**src/rtl/core_params.svh**
```systemverilog
`ifndef CORE_PARAMS_SVH
`define CORE_PARAMS_SVH

// PC value after reset
`define CORE_BOOT_ADDRESS 32'h0000_0000

// Architectural integer registers
`define CORE_NUM_REGS 32

`endif

```
**src/rtl/core_pkg.sv**
```systemverilog
package core_pkg;

    typedef enum logic [3:0] {
        ALU_ADD,
        ALU_SUB,
        ALU_AND,
        ALU_OR,
        ALU_XOR,
        ALU_SLT,
        ALU_PASS_B
    } alu_op_e;

    typedef enum logic [2:0] {
        ST_FETCH,
        ST_DECODE,
        ST_EXECUTE,
        ST_MEM,
        ST_WRITEBACK,
        ST_BRANCH_DONE
    } fsm_state_e;

    // Old PC is the address of the instruction in flight
    typedef enum logic [1:0] {
        A_PC,
        A_RS1,
        A_ZERO,
        A_OLD_PC
    } alu_a_sel_e;

    typedef enum logic [1:0] {
        B_RS2,
        B_FOUR,
        B_IMM
    } alu_b_sel_e;

    typedef enum logic [1:0] {
        MODE_ADD,
        MODE_BRANCH,
        MODE_FUNCT
    } alu_mode_e;

    typedef struct packed {
        logic       pc_write;
        logic       pc_write_cond;
        logic       branch_ne;
        logic       addr_sel;      // 1 selects the ALU result register
        logic       mem_read;
        logic       mem_write;
        logic       ir_write;
        logic       wb_sel;        // 1 selects the memory register
        logic       reg_write;
        alu_a_sel_e alu_src_a;
        alu_b_sel_e alu_src_b;
        alu_mode_e  alu_mode;
        logic       pc_source;     // 1 selects the ALU result register
    } ctrl_t;

endpackage

```
**src/rtl/isa_pkg.sv**
```systemverilog
package isa_pkg;

    typedef enum logic [6:0] {
        OPC_LOAD   = 7'b0000011,
        OPC_OP_IMM = 7'b0010011,
        OPC_STORE  = 7'b0100011,
        OPC_OP     = 7'b0110011,
        OPC_LUI    = 7'b0110111,
        OPC_BRANCH = 7'b1100011,
        OPC_JAL    = 7'b1101111
    } opcode_e;

    // BEQ shares 000 with ADD
    typedef enum logic [2:0] {
        F3_ADD = 3'b000,
        F3_BNE = 3'b001,
        F3_SLT = 3'b010,
        F3_XOR = 3'b100,
        F3_OR  = 3'b110,
        F3_AND = 3'b111
    } funct3_e;

    typedef struct packed {
        logic [6:0] funct7;
        logic [4:0] rs2;
        logic [4:0] rs1;
        funct3_e    funct3;
        logic [4:0] rd;
        opcode_e    opcode;
    } r_format_t;

    typedef struct packed {
        logic [11:0] imm_11_0;
        logic [4:0]  rs1;
        funct3_e     funct3;
        logic [4:0]  rd;
        opcode_e     opcode;
    } i_format_t;

    typedef struct packed {
        logic [6:0] imm_11_5;
        logic [4:0] rs2;
        logic [4:0] rs1;
        funct3_e    funct3;
        logic [4:0] imm_4_0;
        opcode_e    opcode;
    } s_format_t;

    typedef struct packed {
        logic       imm_12;
        logic [5:0] imm_10_5;
        logic [4:0] rs2;
        logic [4:0] rs1;
        funct3_e    funct3;
        logic [3:0] imm_4_1;
        logic       imm_11;
        opcode_e    opcode;
    } b_format_t;

    typedef struct packed {
        logic [19:0] imm_31_12;
        logic [4:0]  rd;
        opcode_e     opcode;
    } u_format_t;

    typedef struct packed {
        logic       imm_20;
        logic [9:0] imm_10_1;
        logic       imm_11;
        logic [7:0] imm_19_12;
        logic [4:0] rd;
        opcode_e    opcode;
    } j_format_t;

    typedef union packed {
        r_format_t r;
        i_format_t i;
        s_format_t s;
        b_format_t b;
        u_format_t u;
        j_format_t j;
    } instr_u;

endpackage

```
**src/rtl/alu.sv**
```systemverilog
`timescale 1ns/1ns

module alu (
    input  core_pkg::alu_op_e op,
    input  logic [31:0]       a,
    input  logic [31:0]       b,
    output logic [31:0]       result,
    output logic              zero
);
    import core_pkg::*;

    always_comb begin
        case (op)
            ALU_ADD: begin
                result = a + b;
            end
            ALU_SUB: begin
                result = a - b;
            end
            ALU_AND: begin
                result = a & b;
            end
            ALU_OR: begin
                result = a | b;
            end
            ALU_XOR: begin
                result = a ^ b;
            end
            ALU_SLT: begin
                result = {31'd0, $signed(a) < $signed(b)};
            end
            ALU_PASS_B: begin
                result = b;
            end
            default: begin
                result = 32'd0;
            end
        endcase
    end

    // Branch compares look at this after a subtract
    assign zero = (result == 32'd0);

endmodule

```
**src/rtl/control_fsm.sv**
```systemverilog
`timescale 1ns/1ns

module control_fsm (
    input  logic             clk,
    input  logic             reset,
    input  isa_pkg::opcode_e opcode,
    input  logic [2:0]       funct3,
    output core_pkg::ctrl_t  ctrl
);
    import isa_pkg::*;
    import core_pkg::*;

    fsm_state_e state;
    fsm_state_e next_state;

    always_ff @(posedge clk) begin
        if (reset) begin
            state <= ST_FETCH;
        end else begin
            state <= next_state;
        end
    end

    always_comb begin
        case (state)
            ST_FETCH: begin
                next_state = ST_DECODE;
            end
            ST_DECODE: begin
                case (opcode)
                    OPC_BRANCH: next_state = ST_BRANCH_DONE;
                    OPC_OP, OPC_OP_IMM, OPC_LOAD,
                    OPC_STORE, OPC_LUI, OPC_JAL: next_state = ST_EXECUTE;
                    // Unknown opcodes retire as a no-op
                    default: next_state = ST_FETCH;
                endcase
            end
            ST_EXECUTE: begin
                if (opcode == OPC_LOAD || opcode == OPC_STORE) begin
                    next_state = ST_MEM;
                end else begin
                    next_state = ST_WRITEBACK;
                end
            end
            ST_MEM: begin
                next_state = (opcode == OPC_LOAD) ? ST_WRITEBACK : ST_FETCH;
            end
            default: begin
                next_state = ST_FETCH;
            end
        endcase
    end

    always_comb begin
        ctrl = '0;
        // Bus and write enables stay low in reset
        if (!reset) begin
            case (state)
                ST_FETCH: begin
                    ctrl.mem_read  = 1'b1;
                    ctrl.ir_write  = 1'b1;
                    ctrl.alu_src_a = A_PC;
                    ctrl.alu_src_b = B_FOUR;
                    ctrl.pc_write  = 1'b1;
                end
                ST_DECODE: begin
                    // Branch and jump target into the ALU result register
                    ctrl.alu_src_a = A_OLD_PC;
                    ctrl.alu_src_b = B_IMM;
                end
                ST_EXECUTE: begin
                    case (opcode)
                        OPC_OP: begin
                            ctrl.alu_src_a = A_RS1;
                            ctrl.alu_src_b = B_RS2;
                            ctrl.alu_mode  = MODE_FUNCT;
                        end
                        OPC_OP_IMM: begin
                            ctrl.alu_src_a = A_RS1;
                            ctrl.alu_src_b = B_IMM;
                            ctrl.alu_mode  = MODE_FUNCT;
                        end
                        OPC_LUI: begin
                            ctrl.alu_src_a = A_ZERO;
                            ctrl.alu_src_b = B_IMM;
                            ctrl.alu_mode  = MODE_FUNCT;
                        end
                        OPC_JAL: begin
                            // Link value while the PC takes the target
                            ctrl.alu_src_a = A_OLD_PC;
                            ctrl.alu_src_b = B_FOUR;
                            ctrl.pc_write  = 1'b1;
                            ctrl.pc_source = 1'b1;
                        end
                        default: begin
                            ctrl.alu_src_a = A_RS1;
                            ctrl.alu_src_b = B_IMM;
                        end
                    endcase
                end
                ST_BRANCH_DONE: begin
                    ctrl.alu_src_a     = A_RS1;
                    ctrl.alu_src_b     = B_RS2;
                    ctrl.alu_mode      = MODE_BRANCH;
                    ctrl.pc_write_cond = 1'b1;
                    ctrl.branch_ne     = (funct3 == F3_BNE);
                    ctrl.pc_source     = 1'b1;
                end
                ST_MEM: begin
                    ctrl.addr_sel  = 1'b1;
                    ctrl.mem_read  = (opcode == OPC_LOAD);
                    ctrl.mem_write = (opcode == OPC_STORE);
                end
                ST_WRITEBACK: begin
                    ctrl.reg_write = 1'b1;
                    ctrl.wb_sel    = (opcode == OPC_LOAD);
                end
                default: begin
                    ctrl = '0;
                end
            endcase
        end
    end

    a_mem_exclusive: assert property (@(posedge clk) disable iff (reset)
        !(ctrl.mem_read && ctrl.mem_write));

    // Instruction register loads only on a fetch, and decode always follows
    a_ir_write_fetch: assert property (@(posedge clk) disable iff (reset)
        ctrl.ir_write |-> (state == ST_FETCH) ##1 (state == ST_DECODE));

    a_state_legal: assert property (@(posedge clk) disable iff (reset)
        state inside {ST_FETCH, ST_DECODE, ST_EXECUTE, ST_MEM, ST_WRITEBACK, ST_BRANCH_DONE});

endmodule

```
**src/rtl/core.sv**
```systemverilog
`timescale 1ns/1ns
`include "core_params.svh"

module core (
    input  logic        clk,
    input  logic        reset,
    input  logic [31:0] read_data,
    output logic        memory_read,
    output logic        memory_write,
    output logic [31:0] address,
    output logic [31:0] write_data
);
    import isa_pkg::*;
    import core_pkg::*;

    ctrl_t       ctrl;
    instr_u      ir;
    alu_op_e     alu_op;
    logic [31:0] pc;
    logic [31:0] old_pc;
    logic [31:0] memory_reg;
    logic [31:0] a_reg;
    logic [31:0] b_reg;
    logic [31:0] alu_reg;
    logic [31:0] rs1_data;
    logic [31:0] rs2_data;
    logic [31:0] immediate;
    logic [31:0] alu_a;
    logic [31:0] alu_b;
    logic [31:0] alu_result;
    logic [31:0] pc_next;
    logic [31:0] wb_data;
    logic        alu_zero;
    logic        pc_load;

    assign address      = ctrl.addr_sel ? alu_reg : pc;
    assign memory_read  = ctrl.mem_read;
    assign memory_write = ctrl.mem_write;
    assign write_data   = b_reg;

    always_comb begin
        case (ctrl.alu_src_a)
            A_PC:     alu_a = pc;
            A_RS1:    alu_a = a_reg;
            A_OLD_PC: alu_a = old_pc;
            default:  alu_a = 32'd0;
        endcase
    end

    always_comb begin
        case (ctrl.alu_src_b)
            B_RS2:   alu_b = b_reg;
            B_FOUR:  alu_b = 32'd4;
            B_IMM:   alu_b = immediate;
            default: alu_b = 32'd0;
        endcase
    end

    // BNE inverts the sense of the zero flag
    assign pc_load = ctrl.pc_write | (ctrl.pc_write_cond & (alu_zero ^ ctrl.branch_ne));
    assign pc_next = ctrl.pc_source ? alu_reg : alu_result;
    assign wb_data = ctrl.wb_sel ? memory_reg : alu_reg;

    always_ff @(posedge clk) begin
        if (reset) begin
            pc <= `CORE_BOOT_ADDRESS;
            ir <= '0;
        end else begin
            if (pc_load) begin
                pc <= pc_next;
            end
            if (ctrl.ir_write) begin
                ir <= read_data;
            end
        end
    end

    // Holding registers between steps
    always_ff @(posedge clk) begin
        if (ctrl.ir_write) begin
            old_pc <= pc;
        end
        if (ctrl.mem_read) begin
            memory_reg <= read_data;
        end
        a_reg   <= rs1_data;
        b_reg   <= rs2_data;
        alu_reg <= alu_result;
    end

    control_fsm control_fsm_i (
        .clk    (clk),
        .reset  (reset),
        .opcode (ir.r.opcode),
        .funct3 (ir.r.funct3),
        .ctrl   (ctrl)
    );

    instr_decode instr_decode_i (
        .instr     (ir),
        .alu_mode  (ctrl.alu_mode),
        .immediate (immediate),
        .alu_op    (alu_op)
    );

    alu alu_i (
        .op     (alu_op),
        .a      (alu_a),
        .b      (alu_b),
        .result (alu_result),
        .zero   (alu_zero)
    );

    register_file register_file_i (
        .clk          (clk),
        .reset        (reset),
        .write_enable (ctrl.reg_write),
        .read_addr_1  (ir.r.rs1),
        .read_addr_2  (ir.r.rs2),
        .write_addr   (ir.r.rd),
        .write_data   (wb_data),
        .read_data_1  (rs1_data),
        .read_data_2  (rs2_data)
    );

endmodule

```
**src/rtl/instr_decode.sv**
```systemverilog
`timescale 1ns/1ns

module instr_decode (
    input  isa_pkg::instr_u     instr,
    input  core_pkg::alu_mode_e alu_mode,
    output logic [31:0]         immediate,
    output core_pkg::alu_op_e   alu_op
);
    import isa_pkg::*;
    import core_pkg::*;

    logic is_alu_opcode;

    assign is_alu_opcode = (instr.r.opcode == OPC_OP) || (instr.r.opcode == OPC_OP_IMM);

    // Immediate layout depends on the format of the opcode
    always_comb begin
        case (instr.r.opcode)
            OPC_OP_IMM, OPC_LOAD: begin
                immediate = {{20{instr.i.imm_11_0[11]}}, instr.i.imm_11_0};
            end
            OPC_STORE: begin
                immediate = {{20{instr.s.imm_11_5[6]}}, instr.s.imm_11_5, instr.s.imm_4_0};
            end
            OPC_BRANCH: begin
                immediate = {{20{instr.b.imm_12}}, instr.b.imm_11, instr.b.imm_10_5,
                             instr.b.imm_4_1, 1'b0};
            end
            OPC_LUI: begin
                immediate = {instr.u.imm_31_12, 12'd0};
            end
            OPC_JAL: begin
                immediate = {{12{instr.j.imm_20}}, instr.j.imm_19_12, instr.j.imm_11,
                             instr.j.imm_10_1, 1'b0};
            end
            default: begin
                immediate = 32'd0;
            end
        endcase
    end

    always_comb begin
        alu_op = ALU_ADD;
        case (alu_mode)
            MODE_BRANCH: begin
                alu_op = ALU_SUB;
            end
            MODE_FUNCT: begin
                if (is_alu_opcode) begin
                    case (instr.r.funct3)
                        F3_ADD: begin
                            // SUB exists only in the register form
                            if (instr.r.opcode == OPC_OP && instr.r.funct7[5]) begin
                                alu_op = ALU_SUB;
                            end
                        end
                        F3_SLT:  alu_op = ALU_SLT;
                        F3_XOR:  alu_op = ALU_XOR;
                        F3_OR:   alu_op = ALU_OR;
                        F3_AND:  alu_op = ALU_AND;
                        default: alu_op = ALU_ADD;
                    endcase
                end else if (instr.r.opcode == OPC_LUI) begin
                    alu_op = ALU_PASS_B;
                end
            end
            default: begin
                alu_op = ALU_ADD;
            end
        endcase
    end

endmodule

```
**src/rtl/register_file.sv**
```systemverilog
`timescale 1ns/1ns
`include "core_params.svh"

module register_file (
    input  logic        clk,
    input  logic        reset,
    input  logic        write_enable,
    input  logic [4:0]  read_addr_1,
    input  logic [4:0]  read_addr_2,
    input  logic [4:0]  write_addr,
    input  logic [31:0] write_data,
    output logic [31:0] read_data_1,
    output logic [31:0] read_data_2
);

    logic [31:0] regs [`CORE_NUM_REGS];

    always_ff @(posedge clk) begin
        if (reset) begin
            for (int i = 0; i < `CORE_NUM_REGS; i++) begin
                regs[i] <= 32'd0;
            end
        end else if (write_enable && write_addr != 5'd0) begin
            regs[write_addr] <= write_data;
        end
    end

    assign read_data_1 = regs[read_addr_1];
    assign read_data_2 = regs[read_addr_2];

    // x0 stays zero from reset on because its writes are dropped
    a_x0_zero: assert property (@(posedge clk) disable iff (reset)
        ((read_addr_1 == 5'd0) |-> (read_data_1 == 32'd0)) and
        ((read_addr_2 == 5'd0) |-> (read_data_2 == 32'd0)));

endmodule

```
**config.mk**
```make
export PLATFORM = sky130hd
export DESIGN_NAME = core
export DESIGN_NICKNAME = d
export VERILOG_FILES = /design/src/rtl/core_pkg.sv /design/src/rtl/isa_pkg.sv /design/src/rtl/alu.sv /design/src/rtl/control_fsm.sv /design/src/rtl/core.sv /design/src/rtl/instr_decode.sv /design/src/rtl/register_file.sv
export VERILOG_INCLUDE_DIRS = /design/src /design/src/rtl
export SDC_FILE = /design/constraint.sdc
export NUM_CORES = 2
export LEC_CHECK = 0
export BUFFER_PORTS_ARGS = -buffer_cell sky130_fd_sc_hd__buf_4
export CAP_MARGIN = 20
export CORE_ASPECT_RATIO = 1.1
export CORE_MARGIN = 2
export CORE_UTILIZATION = 65
export CTS_BUF_LIST = sky130_fd_sc_hd__clkbuf_8
export CTS_CLUSTER_DIAMETER = 40
export DETAILED_ROUTE_END_ITERATION = 12
export PLACE_DENSITY = 0.85
export SLEW_MARGIN = 40
export SYNTH_ARGS = -nofsm -noshare
export SYNTH_HDL_FRONTEND = slang
export SYNTH_SLANG_ARGS = --single-unit
```
**constraint.sdc**
```tcl
create_clock -name clk -period 7.5 [get_ports clk]
set_clock_uncertainty 0.1 [all_clocks]
set_input_delay 1.5 -clock clk [delete_from_list [all_inputs] [get_ports clk]]
set_output_delay 1.5 -clock clk [all_outputs]
set_load 0.03 [all_outputs]
```
Word-level counts from Yosys, hierarchy flattened
Memory sizes are Yosys's and may differ from the RTL's. A register that Yosys moved wholly into a read port is not among the register bits.
Cells that the tools add are included.
- flip-flop bits (word level): 163
- input bits: 34
- memories: 1
- word-level logic and storage cells: 97
- RAM bits: 1024
- output and inout bits: 66
- latch bits: 0
- bits in read-only memories: 0
- memory list (memory ; words ; width ; rd ports ; clocked after memory_dff ; write ports ; line ; text):
    register_file_i.regs ; 32 ; 32 ; 2 ; 2 ; 32 ; register_file.sv:16 ; logic [31:0] regs [`CORE_NUM_REGS];
- reductions and logical operators: 15
- shift-type cells: 0
- add/sub/neg operators: 2
- bitwise logic cells: 6
- $mul: 0
- order comparisons: 1
- multiplexer cells: 37
- div/mod/pow operators: 0
- equal/unequal tests: 29
- operator list (operator ; number):
    $pmux W32 S7 ; 1
    $pmux W32 S3 ; 2
    $pmux W32 S5 ; 1
    $mux W32 ; 4
    $add A32 B32 Y32 ; 1
    $and A32 B32 Y32 ; 1
    $logic_not A32 Y1 ; 1
    $lt A32 B32 Y1 ; 1
    $or A32 B32 Y32 ; 1
    $reduce_or A32 Y1 ; 1
    $sub A32 B32 Y32 ; 1
    $xor A32 B32 Y32 ; 1
    $eq A7 B6 Y1 const B ; 3
    $mux W16 ; 1
    $pmux W4 S4 ; 1
    $eq A3 B3 Y1 const B ; 5
    $pmux W3 S5 ; 1
    $eq A7 B7 Y1 const B ; 2
    $eq A4 B3 Y1 const B ; 3
    $pmux W3 S2 ; 2
    $pmux W3 S4 ; 1
    $pmux W4 S3 ; 1
    $mux W1 ; 11
    $eq A3 B2 Y1 const B ; 3
    25 further kinds ; 40

Longest topological paths before layout
- depth after elaboration: 13
- depth in mapped cells: 26
- depth with buffers taken out: 22

By module
Synthesis repeated with hierarchy kept, for this count alone.
- cells, all modules: 6273
- area total of the unflattened synthesis: 71344.7 um^2
- by module, submodules not included (module ; seq. area each (um^2) ; area each (um^2) ; times used ; cells each):
    register_file ; 30749.5 ; 55894.9 ; 1 ; 4605
    core ; 5124.9 ; 8789.7 ; 1 ; 668
    alu ; 0.0 ; 5624.1 ; 1 ; 852
    instr_decode ; 0.0 ; 624.3 ; 1 ; 93
    control_fsm ; 60.1 ; 411.6 ; 1 ; 55

Worst setup path after synthesis
Ideal clock, no wire load.
- path kind: in2reg
- start: input port reset
- end: register pc[10]
- data arrival time: 6.479 ns
- setup slack: 0.849 ns
- buffers on the path: 4
- cell stages on the path: 24
- path through: or2_2 -> clkbuf_1 -> nor2_1 -> a32o_1 -> and2_1 -> clkbuf_1 -> nand2_1 -> and2_1 -> ha_1 -> clkbuf_1 -> inv_1 -> o211a_1 -> o311a_1 -> o211ai_1 -> a21oi_1 -> o32a_1 -> a211o_1 -> or4b_1 -> nor4_1 -> nand4_1 -> xor2_1 -> a21oi_4 -> buf_6 -> mux2i_1
- longest elaborated chain between the ends: 9
- ends and longest elaborated chain (element ; line ; text):
    start: declaration ; core.sv:6 ; input logic reset,
    $mux W16 (*) ; control_fsm.sv:57 ; if (!reset) begin
    $eq A2 B2 Y1 (tied with other cells) ; core.sv:42 ; case (ctrl.alu_src_a)
    $pmux W32 S3 (tied with other cells) ; core.sv:42 ;
    $sub A32 B32 Y32 (tied with other cells) ; alu.sv:18 ; result = a - b;
    $pmux W32 S7 (*) ; alu.sv:13 ; case (op)
    named net alu_i.result[20] ; alu.sv:7 ; output logic [31:0] result,
    $logic_not A32 Y1 (*) ; alu.sv:42 ; assign zero = (result == 32'd0);
    $xor A1 B1 Y1 (*) ; core.sv:60 ; assign pc_load = ctrl.pc_write | (ctrl.pc_write_cond & (alu_zero ^ ctrl.branch_ne));
    $and A1 B1 Y1 (*) ; core.sv:60 ;
    $or A1 B1 Y1 (*) ; core.sv:60 ;
    end signal: assignment ; core.sv:66 ; pc <= `CORE_BOOT_ADDRESS;
    end signal: assignment ; core.sv:70 ; pc <= pc_next;
    end: declaration ; core.sv:19 ; logic [31:0] pc;
Mark *: on every way through the listed nets, which the timed path passes. The rest lies on a longest branch.
A chain may end at the register's enable or synchronous reset.

Worst setup path after layout
- start: register ir[4] (netlist bit)
- end: register pc[25]
- longest elaborated chain between the ends: 13
- ends and longest elaborated chain (element ; line ; text):
    start: declaration ; core.sv:17 ; instr_u ir;
    start signal: assignment ; core.sv:73 ; ir <= read_data;
    branches (longest 8 deep; another with $sub A32 B32 Y32) ; -- ;
    $pmux W32 S7 (*) ; alu.sv:13 ;
    named net alu_i.result[30] ; alu.sv:7 ;
    $logic_not A32 Y1 (*) ; alu.sv:42 ;
    $xor A1 B1 Y1 (*) ; core.sv:60 ;
    $and A1 B1 Y1 (*) ; core.sv:60 ;
    $or A1 B1 Y1 (*) ; core.sv:60 ;
Mark *: on every way through the listed nets, which the timed path passes.

==> key figures <==
Critical path
  – R2R Path End: pc[25]$_SDFFE_PP0P_
  – CP startpoint: ir[4]$_SDFFE_PP0P_
  – Critical path data arrival time: 8070 ps
  – R2R depth: 26
  – Worst-path maximum fanout: 19
  – Startpoint types: flip-flop
  – Worst R2R Start: ir[4]$_SDFFE_PP0P_
  – CP Class: reg2reg
  – CP required: 8250 ps
  – FF-to-FF setup slack: around 170 ps
  – Worst Setup End Kind: flip-flop

Floorplan
  – Die W: roughly 300 um
  – Starting Density: 65.7%
  – Die area: 105000 um2
  – Placeable Area: 101000 um2
  – I/O pin cnt: 100
  – Rows: 122
  – Die Height: around 340 um

Min path
  – Class of the worst hold path: reg2reg
  – Hold Crit Start: pc[20]$_SDFFE_PP0P_
  – Hold Path Depth: 0
  – Hold EP: old_pc[20]$_DFFE_PP_

STA
  – Final Max Slew Viols: 0
  – Slew Limit Headroom: 33.8%
  – RSZ-0062 raised after global routing: no
  – Worst hold slack: slightly below 400 ps
  – Slew @ Worst Pin: 994 ps
  – Final Hold Fails: 0
  – Setup-failing EPs final: 0
  – Fmax: around 140 MHz
  – Final worst path period share: 97.7%
  – Setup TNS: 0 ps
  – Crit path time final: 7330 ps

Yosys
  – Post-synth cell types: around 110
  – Seq/Total Area, Yosys: a little over half
  – Mapped Area: 66300 um2
  – Synth area leaders: edfxtp_1 (49%), mux4_2 (22%), nor2_1 (6.3%)
  – Syn. warnings: 0
  – Share of the synthesized area in the top cell type: 49.3%
  – Area leader, netlist: edfxtp_1
  – Prevailing post-synth register cell: edfxtp_1
  – Post-synth EDFFs: 1088
  – Syn_area_per_cell: 13.7 um2
  – Synth Register Bits: 1251
  – Syn Inst Count: 4842
  – Ys async rst share: 0%

Clocking
  – CTS Buffer Depth: 3
  – CTS tree: yes
  – CTS Buf Count: 192
  – Post-CTS setup buffer count: 0
  – Clock Latency Late Sink: 990 ps
  – Root buf cell: clkbuf_8
  – CTS H-tree lvls: 4
  – CTS clk-pin slew, worst paths: around 70 ps
  – Clock sink count: around 1300

Finish
  – Max FFs per register: 1024
  – Layout cells sized above 1: 30.1%
  – Area added between synthesis and finish: 11.5%
  – Largest Register: register_file_i.regs
  – Most common cell after layout, fill and taps aside: nor2_1
  – Final net count: 5167
  – Final Instance Count excl. Fillers: 6563
  – Fillcell total: slightly below 6000
  – Post-layout util: 73.3%
  – Most frequent cells in the layout: nor2_1 (1109), edfxtp_1 (1088), mux4_2 (640)

Route
  – Drt pass-1 iters: 7
  – Avg WL per Cell: 37.9 um
  – Vias/cell: 7.81
  – WL final: 249000 um
  – Drt drc: 0
  – Routed Antenna Nets: 0
  – Vias: 51300
  – Drt first-iter violations: 10300

Global routing
  – Initial antenna violation count: 24
  – Vias in the first global route: 50000
  – Largest net degree at the start of global routing: 142
  – GRT overflow: 0
  – First-pass GRT wire length: 338000 um
  – GRT Util Overall: roughly 46%

Placement
  – DPL Wire Length: 153000 um
  – Routability Congestion: 1.06
  – Placed Cells: approximately 6200
  – Buffers on Ports: 99

Power and ir drop
  – PwrDens: 272 nW/um2
  – Peak supply drop: 220 uV
  – Leak: 0.0263 uW

Outcome
  – Status: complete, no violations

Job
  – Max_cap viols: 0
## critical path: stages (launching register included)
cell	delay [ps]
dfxtp_2	430
or3b_4	460
a21oi_1	220
a21oi_1	140
nor4_2	290
buf_4	170
buf_4	190
buf_4	300
nand2_1	90
o21ai_0	290
ha_1	400
or4_1	480
nand2b_1	180
a21oi_1	380
nor3_1	190
buf_4	190
a21o_1	240
o311a_1	330
o21ai_0	190
o22ai_1	140
nor4_1	440
buf_4	190
nand4_1	250
xor2_1	270
a21oi_4	240
buf_12	210
mux2i_1	230
## how the worst max path moves through the flow
stage / cells past startpoint / slack [ps] / end
3_5_place_dp: 24 / -70 / pc[28]$_SDFFE_PP0P_
4_1_cts: 24 / 260 / pc[25]$_SDFFE_PP0P_
6_report: 26 / 170 / pc[25]$_SDFFE_PP0P_
3_3_place_gp: 24 / -20 / pc[25]$_SDFFE_PP0P_
2_1_floorplan: 24 / 850 / pc[10]$_SDFFE_PP0P_
5_1_grt: 26 / 90 / pc[25]$_SDFFE_PP0P_
## kinds of logic (layout without fill, tap and decap cells)
group	count (synthesis)	count (layout)	share of synthesized area, %
AND/OR/NAND/NOR	1534	1534	9.81
flip-flops	1251	1251	54.2
multiplexers	872	872	25.4
buffers and inverters	569	882	3.30
AO/OA/AOI/OAI	485	485	4.94
adder cells (fa/ha/maj)	106	106	2.02
XOR/XNOR	24	24	0.317
other	1	45	0.00565
## per-layer routing
| layer | share of wire, % | wire [um] | global-route usage, % | vias up |
|---|---|---|---|---|
| met5 | 0.14 | 342 | 0.512 | - |
| met4 | 11 | 26400 | 33.7 | 28 |
| met3 | 17 | 43000 | 18.0 | 2049 |
| met2 | 43 | 108000 | 68.8 | 6138 |
| met1 | 29 | 71100 | 53.6 | 24200 |
| li1 | - | - | - | 18800 |
## where the power goes
group          switching, uW  internal, uW  leakage, uW
sequential               559          8050       0.0125
clock                   2880          2660      0.00209
combinational           3710          2240       0.0116
total                   7150         12900       0.0263
## cell usage after synthesis, types with 10 or more instances
cell type / count
nor2_1: 1114
edfxtp_1: 1088
mux4_2: 640
clkbuf_1: 381
dfxtp_1: 163
nand2_1: 154
mux2i_1: 136
a21oi_1: 114
ha_1: 104
inv_1: 104
mux2_2: 96
nand2b_1: 84
o21ai_0: 82
buf_1: 54
a211oi_1: 37
o22ai_1: 36
nor3_1: 31
o211ai_1: 29
nand3_1: 25
xnor2_1: 20
a22oi_1: 19
o31ai_1: 18
buf_2: 17
nor2b_1: 16
a21o_1: 15
o21a_1: 15
nor4_1: 14
and3_1: 11
a31oi_1: 10
or2_2: 10
## per-stage QoR
step	cell area, um2	power, uW	setup WS, ps
finish	74000	20100	174
global route	73900	20500	90.6
CTS	73800	19600	264
detailed placement	70300	14300	-72.8
global placement	69900	14100	-19.2
floorplan	66400	12000	849
## what timing repair did
item                                   4_1_cts  5_1_grt
resized for setup                            0        1
endpoints found under the hold margin        0        0
hold buffers                                 0        0
setup endpoints to repair                    0        4
## layout make-up
| cell class | instances | area, um2 | share of cell area (%) |
|---|---|---|---|
| clock inverters | 146 | 736 | 0.995 |
| diodes | 13 | 32.5 | 0.0440 |
| flip-flops and latches | 1251 | 36000 | 48.6 |
| well taps | 1364 | 1710 | 2.31 |
| multi-input cells | 3053 | 28800 | 38.9 |
| inverters | 111 | 417 | 0.563 |
| repair buffers | 418 | 3450 | 4.66 |
| clock buffers | 207 | 2850 | 3.85 |
Note: power is estimated with default switching activity, not from simulation.
